File: src/source/madd_pkg.sv
package madd_pkg;

	localparam int data_width = 16;
	localparam int result_width = 2 * data_width;

	localparam int n_lanes = 4;
	localparam int lane_index_width = 2;

	localparam int shift_width = 5;
	localparam int dest_width = 4;
	localparam int tag_width = 9;

	// clamp bounds of a data_width signed number, held at result width
	localparam logic signed [result_width-1:0] sat_max =
		result_width'((1 << (data_width - 1)) - 1);
	localparam logic signed [result_width-1:0] sat_min = ~sat_max;

	typedef enum logic [1:0] {
		op_mul  = 2'b00,	// shifted product only
		op_madd = 2'b01	// shifted product plus c
		// 2'b10 and 2'b11 reserved, decode as op_mul
	} madd_op;

endpackage

File: src/source/issue_dispatch.sv
`timescale 1ns/100ps

module issue_dispatch
	import madd_pkg::*;
(
	input  logic clk,
	input  logic reset,
	input  logic enable,

	input  logic in_valid,
	output logic in_ready,

	output logic [n_lanes-1:0] lane_in_valid,
	input  logic [n_lanes-1:0] lane_in_ready
);

	logic [lane_index_width-1:0] issue_ptr;
	logic take_in;

	always_comb begin
		lane_in_valid = '0;
		lane_in_valid[issue_ptr] = in_valid;	// only the lane under the pointer
	end

	assign in_ready = lane_in_ready[issue_ptr];
	assign take_in = in_valid & in_ready;

	always_ff @(posedge clk) begin
		if (reset) begin
			issue_ptr <= '0;
		end else if (enable && take_in) begin
			if (issue_ptr == lane_index_width'(n_lanes - 1)) begin
				issue_ptr <= '0;
			end else begin
				issue_ptr <= issue_ptr + 1'b1;
			end
		end
	end

	a_one_lane_valid: assert property (
		@(posedge clk) disable iff (reset)
		$onehot0(lane_in_valid)
	) else $error("issue_dispatch: more than one lane_in_valid bit set");

	// a pending operation must wait for its lane, or issue order breaks
	a_in_valid_held: assert property (
		@(posedge clk) disable iff (reset)
		in_valid && !(in_ready && enable) |=> in_valid
	) else $error("issue_dispatch: in_valid dropped before transfer");

endmodule

File: src/source/madd_lane.sv
`timescale 1ns/100ps

module madd_lane
	import madd_pkg::*;
(
	input  logic clk,
	input  logic reset,
	input  logic enable,

	input  logic in_valid,
	output logic in_ready,

	output logic out_valid,
	input  logic out_ready,

	input  madd_op op,
	input  logic [data_width-1:0] a,
	input  logic [data_width-1:0] b,
	input  logic [data_width-1:0] c,
	input  logic [shift_width-1:0] shift_amt,
	input  logic shift_disable,
	input  logic signedness,
	input  logic saturate_disable,
	input  logic [dest_width-1:0] dest,
	input  logic [tag_width-1:0] tag,

	output logic [result_width-1:0] result,
	output logic [dest_width-1:0] result_dest,
	output logic [tag_width-1:0] result_tag
);

	logic s1_valid, s2_valid, s3_valid;
	logic s1_ready, s2_ready, s3_ready, s4_ready;

	madd_op s1_op, s2_op;
	logic signed [result_width-1:0] s1_product;
	logic [data_width-1:0] s1_c, s2_c;
	logic [shift_width-1:0] s1_shift_amt;
	logic s1_shift_disable;
	logic s1_signedness, s2_signedness;
	logic s1_saturate_disable, s2_saturate_disable, s3_saturate_disable;
	logic [dest_width-1:0] s1_dest, s2_dest, s3_dest;
	logic [tag_width-1:0] s1_tag, s2_tag, s3_tag;
	logic signed [result_width-1:0] s2_value, s3_value;

	logic signed [result_width-1:0] product_s;
	logic [result_width-1:0] product_u;
	logic [shift_width-1:0] shift_cnt;
	logic [result_width-1:0] round_bias;
	logic signed [result_width-1:0] rounded;
	logic [result_width-1:0] c_ext;
	logic [result_width-1:0] addend;
	logic signed [result_width-1:0] clamped;

	// a stage takes new data when empty or when its output moves on
	assign s4_ready = ~out_valid | out_ready;
	assign s3_ready = ~s3_valid | s4_ready;
	assign s2_ready = ~s2_valid | s3_ready;
	assign s1_ready = ~s1_valid | s2_ready;
	assign in_ready = s1_ready;

	assign product_s = $signed(a) * $signed(b);
	assign product_u = a * b;

	assign shift_cnt = shift_width'(data_width - 1) - s1_shift_amt;
	assign round_bias = (shift_cnt == '0) ? '0 : (result_width'(1) << (shift_cnt - 1'b1));
	assign rounded = s1_product + round_bias;

	assign c_ext = s2_signedness ? {{data_width{s2_c[data_width-1]}}, s2_c}
		: {{data_width{1'b0}}, s2_c};
	assign addend = (s2_op == op_madd) ? c_ext : '0;	// reserved ops add nothing

	assign clamped = (s3_value > sat_max) ? sat_max
		: (s3_value < sat_min) ? sat_min : s3_value;

	always_ff @(posedge clk) begin
		if (reset) begin
			s1_valid <= 1'b0;
			s2_valid <= 1'b0;
			s3_valid <= 1'b0;
			out_valid <= 1'b0;
		end else if (enable) begin
			if (s1_ready) s1_valid <= in_valid;
			if (s2_ready) s2_valid <= s1_valid;
			if (s3_ready) s3_valid <= s2_valid;
			if (s4_ready) out_valid <= s3_valid;
		end
	end

	// multiply
	always_ff @(posedge clk) begin
		if (enable && in_valid && s1_ready) begin
			s1_op <= op;
			s1_product <= signedness ? product_s : product_u;
			s1_c <= c;
			s1_shift_amt <= shift_amt;
			s1_shift_disable <= shift_disable;
			s1_signedness <= signedness;
			s1_saturate_disable <= saturate_disable;
			s1_dest <= dest;
			s1_tag <= tag;
		end
	end

	// round and shift down to fixed point
	always_ff @(posedge clk) begin
		if (enable && s1_valid && s2_ready) begin
			s2_op <= s1_op;
			s2_value <= s1_shift_disable ? s1_product : (rounded >>> shift_cnt);
			s2_c <= s1_c;
			s2_signedness <= s1_signedness;
			s2_saturate_disable <= s1_saturate_disable;
			s2_dest <= s1_dest;
			s2_tag <= s1_tag;
		end
	end

	// accumulate
	always_ff @(posedge clk) begin
		if (enable && s2_valid && s3_ready) begin
			s3_value <= s2_value + addend;
			s3_saturate_disable <= s2_saturate_disable;
			s3_dest <= s2_dest;
			s3_tag <= s2_tag;
		end
	end

	// saturate
	always_ff @(posedge clk) begin
		if (enable && s3_valid && s4_ready) begin
			result <= s3_saturate_disable ? s3_value : clamped;
			result_dest <= s3_dest;
			result_tag <= s3_tag;
		end
	end

	a_out_stable: assert property (
		@(posedge clk) disable iff (reset)
		out_valid && !out_ready |=>
			out_valid && $stable(result) && $stable(result_dest) && $stable(result_tag)
	) else $error("madd_lane: output changed while stalled");

endmodule

File: src/source/result_collector.sv
`timescale 1ns/100ps

module result_collector
	import madd_pkg::*;
(
	input  logic clk,
	input  logic reset,
	input  logic enable,

	input  logic [n_lanes-1:0] lane_out_valid,
	output logic [n_lanes-1:0] lane_out_ready,
	input  logic [result_width-1:0] lane_result [n_lanes],
	input  logic [dest_width-1:0] lane_dest [n_lanes],
	input  logic [tag_width-1:0] lane_tag [n_lanes],

	output logic out_valid,
	input  logic out_ready,
	output logic [result_width-1:0] result,
	output logic [dest_width-1:0] result_dest,
	output logic [tag_width-1:0] result_tag
);

	logic [lane_index_width-1:0] retire_ptr;
	logic take_out;

	// head lane only, so results leave in issue order
	assign out_valid = lane_out_valid[retire_ptr];
	assign result = lane_result[retire_ptr];
	assign result_dest = lane_dest[retire_ptr];
	assign result_tag = lane_tag[retire_ptr];

	always_comb begin
		lane_out_ready = '0;
		lane_out_ready[retire_ptr] = out_ready;
	end

	assign take_out = out_valid & out_ready;

	always_ff @(posedge clk) begin
		if (reset) begin
			retire_ptr <= '0;
		end else if (enable && take_out) begin
			if (retire_ptr == lane_index_width'(n_lanes - 1)) begin
				retire_ptr <= '0;
			end else begin
				retire_ptr <= retire_ptr + 1'b1;
			end
		end
	end

	a_one_lane_ready: assert property (
		@(posedge clk) disable iff (reset)
		$onehot0(lane_out_ready)
	) else $error("result_collector: more than one lane_out_ready bit set");

	// head result must not move or vanish until it is taken
	a_head_held: assert property (
		@(posedge clk) disable iff (reset)
		out_valid && !(out_ready && enable) |=>
			out_valid && $stable(result_tag) && $stable(result)
	) else $error("result_collector: head result lost before transfer");

endmodule

File: src/source/madd_cluster.sv
`timescale 1ns/100ps

module madd_cluster
	import madd_pkg::*;
(
	input  logic clk,
	input  logic reset,
	input  logic enable,

	input  logic in_valid,
	output logic in_ready,
	input  madd_op op,
	input  logic [data_width-1:0] a,
	input  logic [data_width-1:0] b,
	input  logic [data_width-1:0] c,
	input  logic [shift_width-1:0] shift_amt,
	input  logic shift_disable,
	input  logic signedness,
	input  logic saturate_disable,
	input  logic [dest_width-1:0] dest,
	input  logic [tag_width-1:0] tag,

	output logic out_valid,
	input  logic out_ready,
	output logic [result_width-1:0] result,
	output logic [dest_width-1:0] result_dest,
	output logic [tag_width-1:0] result_tag
);

	logic [n_lanes-1:0] lane_in_valid;
	logic [n_lanes-1:0] lane_in_ready;
	logic [n_lanes-1:0] lane_out_valid;
	logic [n_lanes-1:0] lane_out_ready;
	logic [result_width-1:0] lane_result [n_lanes];
	logic [dest_width-1:0] lane_dest [n_lanes];
	logic [tag_width-1:0] lane_tag [n_lanes];

	issue_dispatch u_issue_dispatch (
		.clk(clk),
		.reset(reset),
		.enable(enable),
		.in_valid(in_valid),
		.in_ready(in_ready),
		.lane_in_valid(lane_in_valid),
		.lane_in_ready(lane_in_ready)
	);

	// operation fields fan out to every lane, valid picks one
	for (genvar i = 0; i < n_lanes; i++) begin : g_lane
		madd_lane u_madd_lane (
			.clk(clk),
			.reset(reset),
			.enable(enable),
			.in_valid(lane_in_valid[i]),
			.in_ready(lane_in_ready[i]),
			.out_valid(lane_out_valid[i]),
			.out_ready(lane_out_ready[i]),
			.op(op),
			.a(a),
			.b(b),
			.c(c),
			.shift_amt(shift_amt),
			.shift_disable(shift_disable),
			.signedness(signedness),
			.saturate_disable(saturate_disable),
			.dest(dest),
			.tag(tag),
			.result(lane_result[i]),
			.result_dest(lane_dest[i]),
			.result_tag(lane_tag[i])
		);
	end

	result_collector u_result_collector (
		.clk(clk),
		.reset(reset),
		.enable(enable),
		.lane_out_valid(lane_out_valid),
		.lane_out_ready(lane_out_ready),
		.lane_result(lane_result),
		.lane_dest(lane_dest),
		.lane_tag(lane_tag),
		.out_valid(out_valid),
		.out_ready(out_ready),
		.result(result),
		.result_dest(result_dest),
		.result_tag(result_tag)
	);

endmodule

File: config.mk
export PLATFORM = sky130hd
export DESIGN_NAME = madd_cluster
export DESIGN_NICKNAME = d
export VERILOG_FILES = /design/src/source/madd_pkg.sv /design/src/source/issue_dispatch.sv /design/src/source/madd_lane.sv /design/src/source/result_collector.sv /design/src/source/madd_cluster.sv
export SDC_FILE = /design/constraint.sdc
export NUM_CORES = 2
export LEC_CHECK = 0
export BUFFER_PORTS_ARGS = -buffer_cell sky130_fd_sc_hd__clkbuf_2
export CAP_MARGIN = 15
export CORE_MARGIN = 10
export CORE_UTILIZATION = 40
export CTS_BUF_LIST = sky130_fd_sc_hd__clkbuf_4
export CTS_CLUSTER_DIAMETER = 60
export CTS_CLUSTER_SIZE = 10
export DETAILED_ROUTE_END_ITERATION = 8
export SLEW_MARGIN = 20
export SYNTH_ARGS = -nofsm -noshare
export SYNTH_HDL_FRONTEND = slang
export SYNTH_SLANG_ARGS = --single-unit
File: constraint.sdc
create_clock -name clk -period 8.86 [get_ports clk]
set_clock_uncertainty 0.1 [all_clocks]
set_input_delay 0.886 -clock clk [delete_from_list [all_inputs] [get_ports clk]]
set_output_delay 0.886 -clock clk [all_outputs]
set_load 0.01 [all_outputs]
# After elaboration in Yosys (flattened, before gate mapping)
# Index checks and enable logic that the tools add are counted.
# word_totals
register_bits	928
in_bits	76
output_inout_bits	47
elab_cells	298
# op_classes
n_addsub	18
multipliers	2
n_lt_le_gt_ge	13
n_eq_ne	6
n_shift	8
n_mux	48
bitwise	37
reduce_logical	56
# ops
op	n
$mux 32	31
$add 32x32->32	8
$gt 32x16->1 const B	4
$lt 32x16->1 const B	4
$shl 1x5->32 const A	4
$sshr 32x5->32	4
$bmux 32 s2	1
$mul 16x16->32	2
$logic_and 1x1->1	36
$reduce_and 2->1	16
$logic_not 5->1	4
$sub 4x5->5 const A	4
$sub 5x1->5 const B	4
$bmux 9 s2	1
$mux 9	2
$not 1->1	16
$or 1x1->1	16
$and 4x4->4	2
$bmux 4 s2	1
$eq 2x1->1 const B	4
$mux 4	2
$lt 2x3->1 const B	2
$add 2x1->2 const B	2
$bmux 1 s2	2
other kinds (8)	16

# Depth between registers and ports, before layout
# depth
ltp_word	13
ltp_mapped	27
ltp_nobuf	26

# Modules after synthesis
# A second synthesis with hierarchy kept.
# unflattened
hier_cells	11765
hier_area_um2	114871.4
# modules_own_cells
module	n_inst	cells_per_inst	area_each_um2	seq_area_each_um2
madd_lane at g_lane[0].u_madd_lane	1	2994	28835.2	6896.6
madd_lane at g_lane[3].u_madd_lane	1	2895	28245.8	6896.6
madd_lane at g_lane[1].u_madd_lane	1	2890	28103.2	6896.6
madd_lane at g_lane[2].u_madd_lane	1	2882	28094.4	6896.6
result_collector	1	80	1371.3	40.0
issue_dispatch	1	24	221.5	40.0

# Worst setup path after synthesis
# Ideal clock, no wire load.
# synth_timing
path_type	in2reg
from	input b[1]
to	register g_lane[0].u_madd_lane.s1_product[29], data pin
setup_time_ps	290
arrival_ps	6743
required_time_ps	8470
path_slack_ps	1727
stages	23
n_path_buf	1
cell_sequence	clkbuf_1 nand2_1 fa_1 fa_1 fa_1 fa_1 inv_1 fa_1 inv_1 fa_1 inv_1 ha_1 nand2_1 nor4_1 o211ai_1 nand2_1 o41ai_1 o21ai_0 a2111oi_0 o21bai_1 a21oi_1 xor2_1 o21ai_0
# synth_between
elab_chain_cells	2
elab_cells_between_ends	3
cone_classes	2 x mul; 1 x mux
# synth_rtl
element	line_no	rtl
start, declared	madd_cluster.sv:14	input logic [data_width-1:0] b,
$mul 16x16->32, on equally long branches	madd_lane.sv:63, madd_lane.sv:62	
$mux 32 (*)	madd_lane.sv:94	s1_product <= signedness ? product_s : product_u;
end signal, assigned	madd_lane.sv:94	
end, declared	madd_lane.sv:36	logic signed [result_width-1:0] s1_product;
# Mark *: on every way between the ends. The rest lies on a longest branch, timed or not.
# A chain may end at the register's enable or synchronous reset.

# Worst setup path in the final report
# layout_timing
from	register g_lane[2].u_madd_lane.s1_shift_amt[1]
to	register g_lane[2].u_madd_lane.s2_value[2], data pin
# layout_between
elab_chain_cells	7
elab_cells_between_ends	8
cone_classes	3 x add/sub; 2 x shift; 2 x mux; 1 x reduce/logical
# layout_rtl
element	line_no	rtl
start, declared	madd_lane.sv:38	logic [shift_width-1:0] s1_shift_amt;
start signal, assigned	madd_lane.sv:96	s1_shift_amt <= shift_amt;
$sub 4x5->5 (*)	madd_lane.sv:65	assign shift_cnt = shift_width'(data_width - 1) - s1_shift_amt;
$sub 5x1->5	madd_lane.sv:66	assign round_bias = (shift_cnt == '0) ? '0 : (result_width'(1) << (shift_cnt - 1'b1));
$shl 1x5->32	madd_lane.sv:66	
$mux 32	madd_lane.sv:66	
$add 32x32->32	madd_lane.sv:67	assign rounded = s1_product + round_bias;
$sshr 32x5->32 (*)	madd_lane.sv:109	s2_value <= s1_shift_disable ? s1_product : (rounded >>> shift_cnt);
$mux 32 (*)	madd_lane.sv:109	
end signal, assigned	madd_lane.sv:109	
end, declared	madd_lane.sv:44	logic signed [result_width-1:0] s2_value, s3_value;
# Marks and branches as above.

==> flow_metrics.tcl <==
set metrics [dict create \
    drt_iter0_markers 5550 \
    ff2ff_setup_slack_ns 1.56 \
    grt_pass1_wl_um 325000 \
    root_buffer "clkbuf_4" \
    met1_usage_pct 30.3 \
    ios 123 \
    endpoint_kind "flop" \
    core.rowCount 153 \
    drt-wirelength-per-cell_um 23.6 \
    r2r_cells 19 \
    synth_top_area_share_pct 39.0 \
    drv_cap 0 \
    hp-class "primary input to flop" \
    clk_pin_slew_ns 0.11 \
    h-tree-depth 3 \
    fill_cells 16700 \
    avgSynthCellArea_um2 10.4 \
    clock_latency_ns 1.07 \
    cp.required_ns 9.51 \
    max_slew_margin_pct 21.6 \
    r2r-start "g_lane[2].u_madd_lane.s1_shift_amt[1]$_DFFE_PP_" \
    synth_nets 7568 \
    io_buffer_count 122 \
    use_met2_pct 34.9 \
    syn-instance-count 6698 \
    synth_edf_count 908 \
    cts.sinks 928 \
    min_to "g_lane[3].u_madd_lane.s1_c[9]$_DFFE_PP_" \
    cts_tree "yes" \
    drive_gt1_share_pct 8.25 \
    numCtsBuffers 107 \
    dp_hpwl_um 170000 \
    ant_nets 0 \
    grt_pass1_vias 51019 \
    ys_seq_area_share_pct 39.6 \
    synth_area_leader_cell "edfxtp_1" \
    arrival_ns 7.95 \
    initial_core_util_pct 40.2 \
    slew_viol_final 0 \
    routed_wl_um 215000 \
    drc_errors 0 \
    vdd_drop_max_mv 0.650 \
    synth_seq_cells 928 \
    ys.flop_type "edfxtp_1" \
    place_congestion 0.966 \
    tightest_slew_ns 1.15 \
    critPathLaunchType "flop" \
    synth_area_leaders "edfxtp_1 (39%), fa_1 (11%), ha_1 (7.5%)" \
    finalSetupViolations 0 \
    finalNetCount 7600 \
    grtUsageMet3_pct 3.20 \
    area_delta_synth_final_pct 6.46 \
    fin_setup_tns_ns 0 \
    synth_cell_types 117 \
    grt_overflow 0 \
    place_area_um2 72900 \
    power_density_nw_per_um2 304 \
    yosys_warnings 0 \
    hold-path-cell-count 1 \
    antenna_found_initial 3 \
    synth_common_cells "edfxtp_1 (908), nand2_1 (671), inv_1 (590)" \
    max_freq_mhz 137 \
    yosysMostFrequentCell "edfxtp_1" \
    crit_path_start "g_lane[2].u_madd_lane.s1_shift_amt[1]$_DFFE_PP_" \
    floorplan.die.height_um 438 \
    dr.pass1.iters 6 \
    ys_async_sr_fraction_pct 0 \
    die_area_um2 192000 \
    syn_area_um2 69900 \
    cts_buffer_depth 3 \
    vias 52119 \
    hold_start "c[9]" \
    grt_max_degree 66 \
    timing.rr.end "g_lane[2].u_madd_lane.s2_value[2]$_DFFE_PP_" \
    status "complete, no violations" \
    post-route-period-util_pct 82.4 \
    fin_area_um2 74400 \
    worstPathMaxFanout 10 \
    die_w_um 438 \
    crit_type "flop to flop" \
    core_um2 174000 \
    min_period_ns 7.30 \
    grt_util_all_layers_pct 21.8 \
    finalHoldViolations 0 \
    viasPerCell 5.73 \
    busiest_layer "met2" \
    rsz0062_at_grt "no" \
    p_leak_nw 30.1 \
]
[through the flow]
stage               std cells  worst slack (ns)  util [%]  total power, mW  hold WS [ns]
finish                   9098              1.56      42.8             22.7         0.130
global route             9094              1.37      42.8             24.4       0.00639
CTS                      9089              1.68      42.8             22.8        0.0218
detailed placement       8919             0.554      42.0             20.5         0.305
global placement         8919             0.763      42.0             20.4         0.300
floorplan                6698              1.73         -             15.3         0.300
[final cells by class]
type / instances / area (µm²) / area share (%)
Clock buffer: 127 / 953 / 1.28
Timing Repair Buffer: 218 / 1400 / 1.88
Clock inverter: 16 / 230 / 0.309
Multi-Input combinational cell: 4871 / 39000 / 52.4
Tap cell: 2325 / 2910 / 3.91
Inverter: 604 / 2270 / 3.05
Antenna cell: 9 / 22.5 / 0.0303
Sequential cell: 928 / 27700 / 37.2
[kinds of logic after synthesis]
kind of cell,share of synthesized area (%)
compound gates,15.5
xor+xnor,3.44
fa+ha+maj,18.2
buf+inv,4.88
flops,39.6
mux,4.92
simple gates,13.4
[worst max path at each step]
| stage | endpoint | slack (ns) | depth (start not counted) |
|---|---|---|---|
| after floorplan | g_lane[0].u_madd_lane.s1_product[29]$_DFFE_PP_ | 1.73 | 23 |
| after global placement | g_lane[0].u_madd_lane.s1_product[29]$_DFFE_PP_ | 0.76 | 25 |
| after detailed placement | g_lane[2].u_madd_lane.s1_product[29]$_DFFE_PP_ | 0.55 | 25 |
| after CTS | g_lane[1].u_madd_lane.s1_product[29]$_DFFE_PP_ | 1.68 | 25 |
| after global routing | g_lane[2].u_madd_lane.s2_value[4]$_DFFE_PP_ | 1.37 | 18 |
| final | g_lane[2].u_madd_lane.s2_value[2]$_DFFE_PP_ | 1.56 | 19 |
[registers in the layout (all words and copies together), names as in the netlist, 8 cells and up]
signal	count
g_lane.u_madd_lane.s3_value	128
g_lane.u_madd_lane.s3_tag	36
g_lane.u_madd_lane.result	128
g_lane.u_madd_lane.s1_shift_amt	20
g_lane.u_madd_lane.s3_dest	16
g_lane.u_madd_lane.s2_tag	36
g_lane.u_madd_lane.s1_dest	16
g_lane.u_madd_lane.s1_tag	36
g_lane.u_madd_lane.s2_value	128
g_lane.u_madd_lane.s1_op	8
g_lane.u_madd_lane.result_tag	36
g_lane.u_madd_lane.result_dest	16
g_lane.u_madd_lane.s2_c	64
g_lane.u_madd_lane.s1_product	128
g_lane.u_madd_lane.s2_op	8
g_lane.u_madd_lane.s1_c	64
g_lane.u_madd_lane.s2_dest	16
[where the power goes]
| group | switching, mW | total, mW | internal [mW] |
|---|---|---|---|
| combinational | 8.95 | 14.4 | 5.46 |
| clock | 1.39 | 2.19 | 0.793 |
| sequential | 0.221 | 6.06 | 5.84 |
| total | 10.6 | 22.7 | 12.1 |
[per-layer routing]
| layer | share of wire (%) | up-vias |
|---|---|---|
| met4 | 3.6 | 0 |
| met5 | 0 | - |
| met1 | 44 | 25670 |
| li1 | - | 24276 |
| met2 | 46 | 1880 |
| met3 | 6.4 | 293 |
[cells in the final DEF, fill, tap and decap left out, types with 19 or more instances in the layout]
master / count
edfxtp_1: 908
nand2_1: 671
inv_1: 590
nor2_1: 445
ha_1: 420
fa_1: 374
a21oi_1: 365
o21ai_0: 274
and2_1: 218
xnor2_1: 186
a21o_1: 147
nor3_1: 139
clkbuf_4: 127
o21a_1: 124
clkbuf_2: 122
mux2i_1: 118
nand3_1: 117
xor2_1: 82
mux4_2: 80
o211ai_1: 75
buf_4: 69
a211oi_1: 67
and3_1: 65
nand2b_1: 61
a31oi_1: 54
nor4_1: 49
nand4_1: 48
nor2b_1: 46
or3_1: 38
mux2_2: 38
o31ai_1: 37
o21bai_1: 36
a211o_1: 31
dlygate4sd3_1: 27
a221o_1: 24
o21ai_1: 24
a22oi_1: 20
o221ai_1: 19
[timing repair]
item,in CTS,in global routing
hold endpoints to repair,93,0
setup buffers,0,0
resized for setup,0,0
hold buffers,27,0
[critical path: stages (launching register included)]
cell	delay, ns
edfxtp_1	0.58
nand2_1	0.31
clkinv_1	0.33
ha_1	0.53
or3_1	0.57
nor2_1	0.20
ha_1	0.22
inv_1	0.07
fa_1	0.43
nand2b_1	0.18
a21oi_1	0.33
o211a_1	0.30
nand3_1	0.17
a21oi_1	0.58
nor4_1	0.13
o41ai_1	0.81
nand3_1	0.21
o31ai_1	0.18
mux2i_1	0.25
o221ai_1	0.51
No activity file was read; power rests on OpenSTA's default activity.
